===== src/logic/jsp_tap_pkg.sv =====
// JSP TAP side definitions

package jsp_tap_pkg;

  //////////////////////////////////////////////////////////////////////
  // TAP strobes
  //////////////////////////////////////////////////////////////////////

  // Decoded DR strobes from the TAP controller, all in the tck domain
  typedef struct packed {
    logic capture;  // CAPTURE_DR
    logic shift;    // SHIFT_DR, low acts as PAUSE
    logic update;   // UPDATE_DR, ends the transfer
    logic select;   // This module is selected in the debug chain
  } jsp_tap_t;

  //////////////////////////////////////////////////////////////////////
  // Bit counting
  //////////////////////////////////////////////////////////////////////

  localparam int unsigned BIT_CNT_W = 3;  // Counts 0..7 within a byte

  // Count value seen on the eighth shift of a byte
  localparam logic [BIT_CNT_W-1:0] BYTE_LAST_BIT = BIT_CNT_W'(7);

  //////////////////////////////////////////////////////////////////////
  // FSM states
  //////////////////////////////////////////////////////////////////////

  // Write side, PC to receive FIFO
  typedef enum logic [1:0] {
    WR_IDLE   = 2'd0,  // Waiting for capture
    WR_WAIT   = 2'd1,  // Looking for the start bit
    WR_COUNTS = 2'd2,  // Count byte coming in
    WR_XFER   = 2'd3   // Data bytes
  } wr_state_e;

  // Read side, transmit FIFO to PC
  typedef enum logic [1:0] {
    RD_IDLE   = 2'd0,  // Waiting for capture
    RD_COUNTS = 2'd1,  // Status byte going out
    RD_RDACK  = 2'd2,  // First bit of a data byte, pops the FIFO
    RD_XFER   = 2'd3   // Rest of the data byte
  } rd_state_e;

endpackage


===== src/logic/jsp_fifo_pkg.sv =====
// JSP byte FIFO definitions

package jsp_fifo_pkg;

  //////////////////////////////////////////////////////////////////////
  // Sizes
  //////////////////////////////////////////////////////////////////////

  localparam int unsigned FIFO_DEPTH = 8;  // Entries per direction
  localparam int unsigned PTR_W      = 3;  // Read and write pointers
  localparam int unsigned CNT_W      = 4;  // Occupancy, holds 0..8

  //////////////////////////////////////////////////////////////////////
  // Types
  //////////////////////////////////////////////////////////////////////

  typedef logic [7:0]       jsp_byte_t;  // One UART style data byte
  typedef logic [CNT_W-1:0] jsp_cnt_t;   // Space, fill and word counters

  // Status nibbles as they go out in the status byte
  // tx_fill is the high nibble, rx_space the low one
  typedef struct packed {
    jsp_cnt_t tx_fill;   // Bytes waiting for the PC
    jsp_cnt_t rx_space;  // Free entries for bytes from the PC
  } fifo_status_t;

endpackage


===== src/logic/jsp_write_ctrl.sv =====
// JSP write control stage

module jsp_write_ctrl
  import jsp_tap_pkg::*;
  import jsp_fifo_pkg::*;
(
  input  logic      tck_i,
  input  logic      rst_i,
  input  logic      tdi_i,
  input  jsp_tap_t  tap_i,       // TAP strobes
  input  jsp_cnt_t  rx_space_i,  // Receive FIFO free space
  output logic      rx_push_o,   // Store rx_byte_o this edge
  output jsp_byte_t rx_byte_o
);

  wr_state_e            state_q;
  wr_state_e            state_d;
  logic [BIT_CNT_W-1:0] bit_cnt_q;   // Bits of the current byte
  jsp_cnt_t             in_cnt_q;    // Space left, sampled at capture
  jsp_cnt_t             user_cnt_q;  // Bytes the PC still intends to send
  jsp_byte_t            shift_q;     // Bits shifted in so far
  logic                 start_xfer;
  logic                 byte_end;
  logic                 in_byte;

  assign start_xfer = tap_i.capture & tap_i.select;
  assign byte_end   = tap_i.shift & (bit_cnt_q == BYTE_LAST_BIT);
  assign in_byte    = (state_q == WR_COUNTS) || (state_q == WR_XFER);

  // Current tdi_i completes the byte as its MSB
  assign rx_byte_o = {tdi_i, shift_q[7:1]};

  // Push only while both budgets last, extra bytes just fall off
  assign rx_push_o = (state_q == WR_XFER) && byte_end &&
                     (in_cnt_q != '0) && (user_cnt_q != '0);

  //////////////////////////////////////////////////////////////////////
  // FSM
  //////////////////////////////////////////////////////////////////////

  always_comb begin
    state_d = state_q;
    unique case (state_q)
      WR_IDLE: begin
        if (start_xfer) begin
          state_d = WR_WAIT;
        end
      end
      WR_WAIT: begin
        // Zeros ahead of us belong to other devices in the chain
        if (tap_i.select && tap_i.shift && tdi_i) begin
          state_d = WR_COUNTS;
        end
      end
      WR_COUNTS: begin
        if (byte_end) begin
          state_d = WR_XFER;
        end
      end
      WR_XFER: begin
        state_d = WR_XFER;  // Stays until update
      end
      default: begin
        state_d = WR_IDLE;
      end
    endcase
    if (tap_i.update) begin
      state_d = WR_IDLE;  // Update always ends the transfer
    end
  end

  always_ff @(posedge tck_i or posedge rst_i) begin
    if (rst_i) begin
      state_q <= WR_IDLE;
    end else begin
      state_q <= state_d;
    end
  end

  //////////////////////////////////////////////////////////////////////
  // Counters
  //////////////////////////////////////////////////////////////////////

  always_ff @(posedge tck_i or posedge rst_i) begin
    if (rst_i) begin
      bit_cnt_q  <= '0;
      in_cnt_q   <= '0;
      user_cnt_q <= '0;
    end else begin
      if ((state_q == WR_IDLE) && start_xfer) begin
        bit_cnt_q <= '0;
        in_cnt_q  <= rx_space_i;  // Space snapshot for this scan
      end else if (in_byte && tap_i.shift) begin
        bit_cnt_q <= bit_cnt_q + BIT_CNT_W'(1);  // Wraps to 0 after bit 7
      end
      if (rx_push_o) begin
        in_cnt_q <= in_cnt_q - CNT_W'(1);
      end
      // Upper nibble of the count byte
      if ((state_q == WR_COUNTS) && byte_end) begin
        user_cnt_q <= rx_byte_o[7:4];
      end else if (rx_push_o) begin
        user_cnt_q <= user_cnt_q - CNT_W'(1);
      end
    end
  end

  // Byte shift register, LSB arrives first
  always_ff @(posedge tck_i) begin
    if (tap_i.shift) begin
      shift_q <= rx_byte_o;
    end
  end

  // Snapshot never promises more room than the FIFO really has
  a_push_has_space : assert property (@(posedge tck_i) disable iff (rst_i)
    rx_push_o |-> (in_cnt_q <= rx_space_i));

endmodule


===== src/logic/jsp_read_ctrl.sv =====
// JSP read control stage

module jsp_read_ctrl
  import jsp_tap_pkg::*;
  import jsp_fifo_pkg::*;
(
  input  logic         tck_i,
  input  logic         rst_i,
  input  jsp_tap_t     tap_i,      // TAP strobes
  input  fifo_status_t status_i,   // Space and fill from the FIFOs
  input  jsp_byte_t    tx_head_i,  // Transmit FIFO head, zero when empty
  output logic         tx_pop_o,   // One cycle pop strobe
  output logic         tdo_o
);

  rd_state_e            state_q;
  rd_state_e            state_d;
  logic [BIT_CNT_W-1:0] bit_cnt_q;  // Bits of the current byte
  jsp_cnt_t             out_cnt_q;  // Bytes left to send
  jsp_byte_t            shift_q;    // Parallel load, shift right
  logic                 start_xfer;
  logic                 byte_end;
  logic                 more_data;
  logic                 load_head;

  assign start_xfer = tap_i.capture & tap_i.select;
  assign byte_end   = tap_i.shift & (bit_cnt_q == BYTE_LAST_BIT);
  assign more_data  = (out_cnt_q != '0);

  // Next byte is latched at each byte end, acked one shift later
  assign load_head = byte_end && more_data &&
                     ((state_q == RD_COUNTS) || (state_q == RD_XFER));
  assign tx_pop_o  = (state_q == RD_RDACK) && tap_i.shift && more_data;

  assign tdo_o = shift_q[0];  // LSB first

  //////////////////////////////////////////////////////////////////////
  // FSM
  //////////////////////////////////////////////////////////////////////

  always_comb begin
    state_d = state_q;
    unique case (state_q)
      RD_IDLE: begin
        if (start_xfer) begin
          state_d = RD_COUNTS;
        end
      end
      RD_COUNTS: begin
        if (byte_end) begin
          state_d = RD_RDACK;
        end
      end
      RD_RDACK: begin
        if (tap_i.shift) begin
          state_d = RD_XFER;  // Held through PAUSE
        end
      end
      RD_XFER: begin
        if (byte_end) begin
          state_d = RD_RDACK;
        end
      end
      default: begin
        state_d = RD_IDLE;
      end
    endcase
    if (tap_i.update) begin
      state_d = RD_IDLE;
    end
  end

  always_ff @(posedge tck_i or posedge rst_i) begin
    if (rst_i) begin
      state_q <= RD_IDLE;
    end else begin
      state_q <= state_d;
    end
  end

  //////////////////////////////////////////////////////////////////////
  // Counters and tdo shift register
  //////////////////////////////////////////////////////////////////////

  always_ff @(posedge tck_i or posedge rst_i) begin
    if (rst_i) begin
      bit_cnt_q <= '0;
      out_cnt_q <= '0;
      shift_q   <= '0;  // Keeps tdo_o low out of reset
    end else begin
      if ((state_q == RD_IDLE) && start_xfer) begin
        bit_cnt_q <= '0;
        out_cnt_q <= status_i.tx_fill;
        // Status byte goes out first
        shift_q   <= {status_i.tx_fill, status_i.rx_space};
      end else begin
        if ((state_q != RD_IDLE) && tap_i.shift) begin
          bit_cnt_q <= bit_cnt_q + BIT_CNT_W'(1);
        end
        if (load_head) begin
          shift_q <= tx_head_i;
        end else if ((state_q != RD_IDLE) && tap_i.shift) begin
          shift_q <= {1'b0, shift_q[7:1]};  // Zero fill behind the data
        end
        // Previous byte is done, it was popped in RD_RDACK
        if (load_head && (state_q == RD_XFER)) begin
          out_cnt_q <= out_cnt_q - CNT_W'(1);
        end
      end
    end
  end

  // Capture snapshot never runs ahead of the FIFO contents
  a_pop_has_data : assert property (@(posedge tck_i) disable iff (rst_i)
    tx_pop_o |-> (out_cnt_q <= status_i.tx_fill));

endmodule


===== src/logic/jsp_byte_fifos.sv =====
// JSP receive and transmit byte FIFOs

module jsp_byte_fifos
  import jsp_fifo_pkg::*;
(
  input  logic         tck_i,
  input  logic         rst_i,
  input  logic         rx_push_i,        // From the write stage
  input  jsp_byte_t    rx_byte_i,
  input  logic         host_rx_pop_i,
  input  logic         host_tx_push_i,
  input  jsp_byte_t    host_tx_data_i,
  input  logic         tx_pop_i,         // From the read stage
  output jsp_byte_t    host_rx_data_o,   // Fall-through head
  output logic         host_rx_valid_o,
  output logic         host_tx_full_o,
  output jsp_byte_t    tx_head_o,
  output fifo_status_t status_o
);

  // Index 0 is the receive FIFO, index 1 the transmit FIFO
  logic      [1:0] push_w;
  logic      [1:0] pop_w;
  jsp_byte_t [1:0] wdata_w;
  jsp_byte_t [1:0] head_w;
  jsp_cnt_t  [1:0] fill_w;

  assign push_w  = {host_tx_push_i, rx_push_i};
  assign pop_w   = {tx_pop_i, host_rx_pop_i};
  assign wdata_w = {host_tx_data_i, rx_byte_i};

  //////////////////////////////////////////////////////////////////////
  // Circular buffers
  //////////////////////////////////////////////////////////////////////

  for (genvar f = 0; f < 2; f++) begin : g_fifo
    jsp_byte_t        mem_q [FIFO_DEPTH];
    logic [PTR_W-1:0] wr_ptr_q;
    logic [PTR_W-1:0] rd_ptr_q;
    jsp_cnt_t         cnt_q;     // Occupancy 0..8
    logic             do_push;
    logic             do_pop;

    // Full push and empty pop are dropped
    assign do_push = push_w[f] && (cnt_q != CNT_W'(FIFO_DEPTH));
    assign do_pop  = pop_w[f] && (cnt_q != '0);

    always_ff @(posedge tck_i or posedge rst_i) begin
      if (rst_i) begin
        wr_ptr_q <= '0;
        rd_ptr_q <= '0;
        cnt_q    <= '0;
      end else begin
        if (do_push) begin
          wr_ptr_q <= wr_ptr_q + PTR_W'(1);  // Wraps at depth 8
        end
        if (do_pop) begin
          rd_ptr_q <= rd_ptr_q + PTR_W'(1);
        end
        if (do_push && !do_pop) begin
          cnt_q <= cnt_q + CNT_W'(1);
        end else if (do_pop && !do_push) begin
          cnt_q <= cnt_q - CNT_W'(1);
        end
      end
    end

    // Storage
    always_ff @(posedge tck_i) begin
      if (do_push) begin
        mem_q[wr_ptr_q] <= wdata_w[f];
      end
    end

    assign head_w[f] = (cnt_q == '0) ? '0 : mem_q[rd_ptr_q];  // Zero when empty
    assign fill_w[f] = cnt_q;
  end

  //////////////////////////////////////////////////////////////////////
  // Host side and status
  //////////////////////////////////////////////////////////////////////

  assign host_rx_data_o  = head_w[0];
  assign host_rx_valid_o = (fill_w[0] != '0);
  assign host_tx_full_o  = (fill_w[1] == CNT_W'(FIFO_DEPTH));
  assign tx_head_o       = head_w[1];

  assign status_o = '{tx_fill: fill_w[1], rx_space: CNT_W'(FIFO_DEPTH) - fill_w[0]};

  // Write stage budget must keep it off a full receive FIFO
  a_rx_no_overflow : assert property (@(posedge tck_i) disable iff (rst_i)
    rx_push_i |-> (fill_w[0] != CNT_W'(FIFO_DEPTH)));

endmodule


===== src/logic/jsp_top.sv =====
// JSP serial port top level

module jsp_top
  import jsp_tap_pkg::*;
  import jsp_fifo_pkg::*;
(
  input  logic      tck_i,
  input  logic      rst_i,
  input  logic      tdi_i,
  input  jsp_tap_t  tap_i,            // Capture, shift, update, select
  input  jsp_byte_t host_tx_data_i,
  input  logic      host_tx_push_i,
  input  logic      host_rx_pop_i,
  output logic      tdo_o,
  output jsp_byte_t host_rx_data_o,   // Head of the receive FIFO
  output logic      host_rx_valid_o,
  output logic      host_tx_full_o
);

  logic         rx_push;  // Write stage to receive FIFO
  jsp_byte_t    rx_byte;
  logic         tx_pop;   // Read stage acks the transmit head
  jsp_byte_t    tx_head;
  fifo_status_t status;   // Shared by both stages

  // PC to host direction
  jsp_write_ctrl u_write_ctrl (
    .tck_i     (tck_i),
    .rst_i     (rst_i),
    .tdi_i     (tdi_i),
    .tap_i     (tap_i),
    .rx_space_i(status.rx_space),
    .rx_push_o (rx_push),
    .rx_byte_o (rx_byte)
  );

  jsp_byte_fifos u_byte_fifos (
    .tck_i          (tck_i),
    .rst_i          (rst_i),
    .rx_push_i      (rx_push),
    .rx_byte_i      (rx_byte),
    .host_rx_pop_i  (host_rx_pop_i),
    .host_tx_push_i (host_tx_push_i),
    .host_tx_data_i (host_tx_data_i),
    .tx_pop_i       (tx_pop),
    .host_rx_data_o (host_rx_data_o),
    .host_rx_valid_o(host_rx_valid_o),
    .host_tx_full_o (host_tx_full_o),
    .tx_head_o      (tx_head),
    .status_o       (status)
  );

  // Host to PC direction
  jsp_read_ctrl u_read_ctrl (
    .tck_i    (tck_i),
    .rst_i    (rst_i),
    .tap_i    (tap_i),
    .status_i (status),
    .tx_head_i(tx_head),
    .tx_pop_o (tx_pop),
    .tdo_o    (tdo_o)
  );

endmodule


===== config.mk =====
export PLATFORM = sky130hd
export DESIGN_NAME = jsp_top
export DESIGN_NICKNAME = d
export VERILOG_FILES = /design/src/logic/jsp_tap_pkg.sv /design/src/logic/jsp_fifo_pkg.sv /design/src/logic/jsp_write_ctrl.sv /design/src/logic/jsp_read_ctrl.sv /design/src/logic/jsp_byte_fifos.sv /design/src/logic/jsp_top.sv
export SDC_FILE = /design/constraint.sdc
export NUM_CORES = 1
export LEC_CHECK = 0
export BUFFER_PORTS_ARGS = -buffer_cell sky130_fd_sc_hd__clkbuf_2
export CORE_MARGIN = 1.5
export CORE_UTILIZATION = 28
export DETAILED_ROUTE_END_ITERATION = 10
export HOLD_SLACK_MARGIN = 0.06
export PLACE_DENSITY = 0.5
export REMOVE_ABC_BUFFERS = 1
export SLEW_MARGIN = 15
export SYNTH_ARGS = -nofsm -noshare
export SYNTH_HDL_FRONTEND = slang
export SYNTH_HIERARCHICAL = 1
export SYNTH_SLANG_ARGS = --single-unit

===== constraint.sdc =====
create_clock -name tck_i -period 5.1 [get_ports tck_i]
set_input_delay 0.51 -clock tck_i [delete_from_list [all_inputs] [get_ports tck_i]]
set_output_delay 0.51 -clock tck_i [all_outputs]
set_load 0.01 [all_outputs]

==> results of run 1 <==
layout by cell type, fill, tap and decap left out, types with 10 or more instances in the layout:
| cell | Yosys | routed |
|---|---|---|
| edfxtp_1 | 135 | 135 |
| dfrtp_1 | 50 | 49 |
| mux4_2 | 32 | 32 |
| nor2_1 | 28 | 28 |
| clkbuf_2 | 0 | 27 |
| nand2_1 | 18 | 18 |
| a22o_1 | 18 | 18 |
| ha_1 | 18 | 18 |
| clkbuf_16 | 0 | 17 |
| inv_1 | 17 | 17 |
| nor3_1 | 19 | 17 |
| xnor2_1 | 15 | 15 |
| nand3_1 | 13 | 13 |
| mux2i_1 | 10 | 10 |
cell families (layout without fill, tap and decap cells):
group / after synthesis / in the layout / synth area share
xor+xnor: 17 / 17 / 0.0184
flops: 185 / 185 / 0.657
mux: 51 / 51 / 0.115
buf+inv: 44 / 80 / 0.0338
fa+ha+maj: 20 / 20 / 0.0329
compound gates: 59 / 59 / 0.0552
simple gates: 127 / 127 / 0.0879
metal layers:
metal  share of wire  GRT usage
met4          0.0078     0.0293
met5               0          0
met1            0.46      0.145
met2            0.51      0.193
met3           0.028     0.0262
sequential cells by signal, indices dropped and copies added (netlist names), 4 cells and up:
name	flops
u_read_ctrl/shift_q	8
u_write_ctrl/shift_q	7
u_write_ctrl/in_cnt_q	4
u_byte_fifos/g_fifo.mem_q	128
u_read_ctrl/out_cnt_q	4
u_byte_fifos/g_fifo.rd_ptr_q	6
u_write_ctrl/user_cnt_q	4
u_byte_fifos/g_fifo.wr_ptr_q	6
u_byte_fifos/g_fifo.cnt_q	8
cells in the mapped netlist, types with 3 or more instances:
master | n | area [um2]
a21oi_1 | 9 | 45.0
inv_1 | 17 | 63.8
buf_4 | 3 | 22.5
buf_2 | 7 | 35.0
mux2_2 | 7 | 78.8
mux4_2 | 32 | 721
o221ai_1 | 3 | 26.3
nand3_1 | 13 | 65.1
nand3b_1 | 7 | 52.6
nand2_1 | 18 | 67.6
nand4_1 | 4 | 25.0
nor3_1 | 19 | 95.1
ha_1 | 18 | 225
nor2b_1 | 4 | 25.0
xnor2_1 | 15 | 131
mux2i_1 | 10 | 100
buf_6 | 11 | 124
nand2b_1 | 5 | 31.3
dfrtp_1 | 50 | 1250
nor2_1 | 28 | 105
o21ai_0 | 5 | 25.0
or3_1 | 9 | 56.3
clkbuf_1 | 5 | 18.8
edfxtp_1 | 135 | 4050
a211oi_1 | 8 | 60.1
a22o_1 | 18 | 158
final cells by class:
cell class                 instances  share of cell area
sequential                       185               0.583
clock inverter                    15              0.0183
multi-input combinational        274               0.275
inverter                          18             0.00797
timing repair buffer              30              0.0173
clock buffer                      17              0.0467
tap                              378              0.0519
worst reg2reg max path: cells and delay by family (launching register included):
kind | cells | cell delay (ns)
flops | 1 | 0.37
buf+inv | 3 | 0.37
fa+ha+maj | 4 | 0.92
compound gates | 1 | 0.12
simple gates | 5 | 1.18
path summary, 6_finish.rpt:
path	depth (start not counted)	slack, ns	startpoint	to
worst max-delay path	6	1.98	u_byte_fifos/g_fifo[0].cnt_q[0]$_DFFE_PP0P_	host_rx_data_o[6]
worst min register to register	1	0.50	u_byte_fifos/g_fifo[0].rd_ptr_q[2]$_DFFE_PP0P_	u_byte_fifos/g_fifo[0].rd_ptr_q[2]$_DFFE_PP0P_
worst max register to register	13	2.02	u_write_ctrl/bit_cnt_q[0]$_DFFE_PP0P_	u_byte_fifos/g_fifo[0].cnt_q[3]$_DFFE_PP0P_
max in group asynchronous	2	4.23	rst_i	u_byte_fifos/g_fifo[1].rd_ptr_q[0]$_DFFE_PP0P_
worst min-delay path	2	0.17	rst_i	u_write_ctrl/user_cnt_q[0]$_DFFE_PP0P_
min in group tck_i	2	0.31	tap_i[1]	u_read_ctrl/state_q[1]$_DFFE_PP0P_
through the flow:
| step | utilization | power (mW) | hold WS [ns] | worst slack [ns] | cells |
|---|---|---|---|---|---|
| global route | 0.324 | 3.74 | 0.196 | 1.82 | 917 |
| detailed placement | 0.303 | 2.30 | 0.487 | 1.69 | 885 |
| finish | 0.324 | 3.58 | 0.172 | 1.98 | 917 |
| CTS | 0.324 | 3.62 | 0.175 | 1.90 | 917 |
| global placement | 0.303 | 2.27 | 0.476 | 1.84 | 885 |
| floorplan | - | 2.14 | 0.387 | 2.39 | 477 |
where the power goes:
group	internal, mW	switching [mW]	total (mW)
Combinational	0.166	0.227	0.393
Sequential	1.77	0.101	1.87
Clock	0.664	0.650	1.31
==> flow_summary.rst, run 1 <==
.. list-table::
   :header-rows: 1

   * - Metric
     - Value
   * - Data required time of the worst path
     - 4.59 ns
   * - Combined area of all synthesized cells
     - a little over 0.008 mm2
   * - Count of state elements after synthesis
     - roughly 190
   * - Area of all placed cells without fillers
     - 0.00911 mm2
   * - Crit path cell chain
     - inv_1 > ha_1 > or3b_1 > nor2b_1 > a22o_1 > clkbuf_2
   * - Power per Cell Area
     - between 300 and 400 mW/mm2
   * - RSZ-0062 raised after global routing
     - false
   * - Area of the core
     - 0.0281 mm2
   * - Number of fill cells
     - 2777
   * - Fmax achieved
     - 320 MHz
   * - Count of buffers inserted at the top-level ports
     - 27
   * - CTS Buf Count
     - 17
   * - Die X
     - 173 um
   * - Buffer cell driving the clock tree root
     - clkbuf_16
   * - DR DRC count
     - 0
   * - Final nets
     - 563
   * - Setup Viol. Count Final
     - 0
   * - Hold Vio Cnt, Final
     - 0
   * - Synth async-reset ratio
     - 0.270
   * - Buffers plus inverters on the worst setup path
     - 2
   * - Number of buffers on the longest clock path
     - 2
   * - Max incr delay on CP
     - 0.64 ns
   * - Share of the yosys chip area belonging to registers
     - 0.657
   * - Crit. End Element
     - output port
   * - Number of instances in the synthesized netlist
     - 503
   * - Min-Delay Path Class
     - in2async
   * - Via total after detailed routing
     - 4310
   * - Count of routing violations after the opening detailed-route iteration
     - 278
   * - Mean instance size in the synthesized netlist
     - 16.0 um2
   * - Period utilisation layout
     - 0.612
   * - Die ar.
     - 0.0299 mm2
   * - Global-route wire length before repair
     - roughly 26000 um
   * - Post-detailed-route wirelength per cell
     - 17.4 um
   * - Final Wtd Congestion
     - 0.734
   * - Clock-pin slew on the worst setup and hold paths
     - approximately 0.070 ns
   * - Run status
     - completed
   * - Startpoint types
     - register
   * - Starting density of the core
     - 0.287
   * - Relative slew margins
     - 0.305
   * - Standard cell with the maximum stage delay on the critical path
     - nor2b_1
   * - Kind of cell with the highest combined delay on the critical path
     - simple AND/OR/NAND/NOR gates
   * - Area taken by multi-input logic gates
     - approximately 0.0025 mm2
   * - Leakage power summed over all cells
     - 3.19 nW
   * - Synth unique cells
     - around 60
   * - Post_cts resized
     - 0
   * - Maximum level of the CTS H-tree
     - 4
   * - Floorplan die height
     - 173 um
   * - Total negative slack for setup checks
     - 0 ns
   * - Clock latency of the later-clocked register in the worst-skew pair
     - 0.43 ns
   * - Total Routing Usage GR
     - 0.113
   * - Area after DPL
     - 0.00851 mm2
   * - Area taken by flip-flops and latches
     - 0.00531 mm2
   * - Total overflow reported by the global router
     - 0
   * - Maximum number of pins on one net before global-route repair
     - 21
   * - Fraction of final layout cells with drive strength greater than 1
     - 0.217
   * - Number of max-slew violations in the final report
     - 0
   * - Crit Path Category
     - reg2out
   * - Min Tclk post-route
     - between 3 and 4 ns
   * - Max IR drop VDD
     - around 0.2 mV
   * - CP Max Fanout
     - 8
   * - Hpwl dp
     - 10500 um
   * - Synth-to-layout area growth
     - 12.8%
   * - Max-cap violations
     - 0
   * - Skew final
     - 0.0169 ns
   * - Detailed-router iteration count before antenna repair
     - 4
   * - Row count
     - 61
   * - Data arrival at the endpoint of the critical path
     - 2.61 ns
   * - Initial antenna violation count
     - 0
   * - Actual transition at the worst max-transition pin
     - between 1 and 1.5 ns
   * - Clock tree from TritonCTS
     - done
   * - Detailed Route WL
     - 16000 um
   * - DR vias/cell
     - 4.70
   * - Hold-fix buffers at CTS
     - 0
   * - Predominant post-synthesis flop cell
     - edfxtp_1
   * - YS warnings
     - 6
   * - Number of sinks driven by the clock tree
     - 185
   * - Via count of the first global-routing pass
     - 4568
   * - Count of antenna diodes in the layout
     - 0
   * - Number of flops mapped to enable cells by yosys
     - 135
   * - Number of placed I/O pins
     - 28
   * - Post-CTS setup buffer count
     - 0
   * - Antenna-violating nets left
     - 0
Power figures use the tool's default switching activity.
==> run 2: changes to the inputs <==
==> constraint.sdc (replaced) <==
create_clock -name tck_i -period 3.2 [get_ports tck_i]
set_input_delay 0.32 -clock tck_i [delete_from_list [all_inputs] [get_ports tck_i]]
set_output_delay 0.32 -clock tck_i [all_outputs]
set_load 0.01 [all_outputs]
==> run 2 against run 1 <==
Global-route usage about the same. First-iteration DRC count decreased by 7.9%. Clock skew increased by 0.0065 ns. Largest cell class unchanged. Sequential power rose by 59%. Critical path depth up 7. Non-clock buffer count grew 21. Cell area is 1.7% higher. Sequential cell count is the same. Final cell count grew 2.3%. Largest power group unchanged. Power up 61%.
==> flow_summary.rst, run 2 (synthesis gave the netlist of run 1 again) <==
.. list-table::
   :header-rows: 1

   * - Metric
     - Value
   * - Run status
     - completed
   * - Actual transition at the worst max-transition pin
     - 0.883 ns
   * - Detailed Route WL
     - around 16000 um
   * - Area after DPL
     - just under 0.009 mm2
   * - Startpoint types
     - register
   * - Synth-to-layout area growth
     - 14.8%
   * - CP Max Fanout
     - 9
   * - Fraction of final layout cells with drive strength greater than 1
     - 0.243
   * - Top register by number of flip-flops
     - u_byte_fifos/g_fifo.mem_q
   * - Clock-pin slew on the worst setup and hold paths
     - 0.08 ns
   * - Crit Path Category
     - reg2reg
   * - Met3 WL
     - 423 um
   * - Min Tclk post-route
     - 3.01 ns
   * - Switching power as a share of total power
     - 0.274
   * - Detailed-router iteration count before antenna repair
     - 4
   * - Area taken by flip-flops and latches
     - 0.00531 mm2
   * - Final nets
     - 584
   * - Clock tree from TritonCTS
     - done
   * - Fmax achieved
     - 332 MHz
   * - Hpwl dp
     - 10600 um
   * - Power per Cell Area
     - a little over 600 mW/mm2
   * - Largest registers
     - u_byte_fifos/g_fifo.mem_q: 128 flops, u_byte_fifos/g_fifo.cnt_q: 8 flops, u_read_ctrl/shift_q: 8 flops
   * - Skew final
     - 0.0235 ns
   * - Data arrival at the endpoint of the critical path
     - about 3.3 ns
   * - Die X
     - ~170 um
   * - Leakage power summed over all cells
     - 3.31 nW
   * - CTS Buf Count
     - 17
   * - Number of buffers on the longest clock path
     - 2
   * - Slack of the worst reg-to-reg path
     - between 0.15 and 0.2 ns
   * - DR vias/cell
     - 4.67
   * - Count of routing violations after the opening detailed-route iteration
     - 256
   * - Number of sinks driven by the clock tree
     - 185
   * - Area of the core
     - 0.0281 mm2
   * - Post-detailed-route wirelength per cell
     - 17.3 um
   * - Starting density of the core
     - 0.287
   * - End of the worst register-to-register path
     - u_byte_fifos/g_fifo[0].cnt_q[3]$_DFFE_PP0P_
   * - Via count of the first global-routing pass
     - 4691
   * - Standard cell with the maximum stage delay on the critical path
     - or3b_4
   * - Global-route wire length before repair
     - 26100 um
   * - Buffer cell driving the clock tree root
     - clkbuf_16
   * - Max Used Layer
     - met4
   * - Most common library cell in the layout ignoring fill and taps
     - edfxtp_1
   * - Combinational group share of total power
     - 0.115
   * - Clock latency of the later-clocked register in the worst-skew pair
     - 0.43 ns
   * - Total Routing Usage GR
     - 0.113
   * - Max IR drop VDD
     - between 0.3 and 0.4 mV
   * - Antenna-violating nets left
     - 0
   * - Final Wtd Congestion
     - just over 0.7
   * - Relative slew margins
     - 0.411
   * - Period utilisation layout
     - 0.940
   * - Max incr delay on CP
     - 0.42 ns
   * - Worst Hold Path Cells
     - 2
   * - Max reg flops
     - 128
   * - Detailed-route wire length on metal 1
     - between 7000 and 8000 um
   * - Area taken by multi-input logic gates
     - 0.00250 mm2
   * - Number of placed I/O pins
     - 28
   * - Hold Crit Endpoint
     - u_write_ctrl/state_q[1]$_DFFE_PP0P_
   * - Floorplan die height
     - around 170 um
   * - Clock Power Share
     - 0.368
   * - Most frequent cells in the layout
     - edfxtp_1, dfrtp_1, mux4_2, nor2_1, clkbuf_2
   * - Die ar.
     - 0.0299 mm2
   * - Total overflow reported by the global router
     - 0
   * - Sequential group share of total power
     - 0.517
   * - Count of antenna diodes in the layout
     - 0
   * - DR DRC count
     - 0
   * - Count of buffers inserted at the top-level ports
     - 27
   * - Total negative slack for setup checks
     - 0 ns
   * - Worst setup path startpoint
     - u_write_ctrl/user_cnt_q[1]$_DFFE_PP0P_
   * - Via total after detailed routing
     - between 4000 and 5000
   * - R2R depth
     - 13
   * - Setup Viol. Count Final
     - 0
   * - Number of fill cells
     - 2747
   * - Count of placed standard cells in the final layout, fillers left out
     - 938
   * - Setup slack at placement
     - 0.152 ns
   * - Max-cap violations
     - 0
   * - Min-Delay Startpoint
     - tap_i[1]
   * - Hold Vio Cnt, Final
     - 0
   * - Data required time of the worst path
     - about 3.5 ns
   * - Maximum number of pins on one net before global-route repair
     - 21
   * - Least setup slack across all paths after layout
     - 0.191 ns
   * - Wire length on met2
     - 8680 um
   * - Number of max-slew violations in the final report
     - 0
   * - Initial antenna violation count
     - 0
   * - Crit. End Element
     - register
   * - Maximum level of the CTS H-tree
     - 4
   * - Post-Place Cells
     - 905
   * - Switching power summed over all nets
     - 1.57 mW
   * - Min-Delay Path Class
     - in2reg
   * - Reg-to-reg startpoint
     - u_write_ctrl/user_cnt_q[1]$_DFFE_PP0P_
   * - RSZ-0062 raised after global routing
     - false
   * - Crit path cell chain
     - inv_1 > ha_1 > or3b_4 > nand4_4 > inv_6 > nand2_1 > inv_1 > ha_1 > inv_1 > ha_1 > or4_1 > nand3_1 > o221ai_1
   * - Internal Power
     - 4.17 mW
   * - Area of all placed cells without fillers
     - 0.00926 mm2
   * - Row count
     - 61
[run 2: power by group through the flow]
| stage | clock network (mW) | registers (mW) | logic, mW |
|---|---|---|---|
| finish | 2.11 | 2.97 | 0.658 |
| global route | 2.28 | 3.00 | 0.736 |
| CTS | 2.17 | 2.97 | 0.669 |
| detailed placement | 0 | 3.02 | 0.664 |
| global placement | 0 | 3.00 | 0.634 |
| floorplan | 0 | 2.97 | 0.445 |
[run 2: layer usage]
| layer | vias up | global-route usage |
|---|---|---|
| met5 | - | 0 |
| met4 | 0 | 0.0272 |
| met3 | 12 | 0.0257 |
| met2 | 59 | 0.207 |
| met1 | 2263 | 0.135 |
| li1 | 2049 | - |
[run 2: worst max-delay path by stage]
| stage | endpoint | slack (ns) | depth (start not counted) |
|---|---|---|---|
| finish | u_byte_fifos/g_fifo[0].cnt_q[3]$_DFFE_PP0P_ | 0.19 | 13 |
| global placement | u_byte_fifos/g_fifo[0].cnt_q[3]$_DFFE_PP0P_ | 0.27 | 13 |
| global route | u_byte_fifos/g_fifo[1].cnt_q[3]$_DFFE_PP0P_ | 0.01 | 9 |
| floorplan | u_byte_fifos/g_fifo[0].cnt_q[3]$_DFFE_PP0P_ | 0.49 | 13 |
| CTS | u_byte_fifos/g_fifo[0].cnt_q[3]$_DFFE_PP0P_ | 0.13 | 13 |
| detailed placement | u_byte_fifos/g_fifo[0].cnt_q[3]$_DFFE_PP0P_ | 0.15 | 13 |
[run 2: cell type report]
type	instances	area share
clock buffers	18	0.0463
inverters	18	0.00783
clock inverters	14	0.0178
well taps	378	0.0511
flip-flops and latches	185	0.573
repair buffers	51	0.0343
multi-input cells	274	0.270
[run 2: per-stage QoR]
step	util	power [mW]	hold WS (ns)
floorplan	-	3.42	0.197
global placement	0.308	3.64	0.426
detailed placement	0.308	3.69	0.424
CTS	0.330	5.81	0.0880
global route	0.330	6.02	0.0933
finish	0.330	5.74	0.105
[run 2: what timing repair did]
| item | 4_1_cts | 5_1_grt |
|---|---|---|
| hold endpoints to repair | 13 | 0 |
| setup endpoints to repair | 0 | 2 |
| hold buffers | 1 | 0 |
| resized for setup | 0 | 2 |
| buffers inserted | 0 | 0 |
[run 2: worst max-delay path: cells and delay by family, from the launching register on]
family	cells	cell delay, ns
simple gates	5	1.23
fa+ha+maj	3	0.77
buf+inv	4	0.39
flops	1	0.38
compound gates	1	0.11
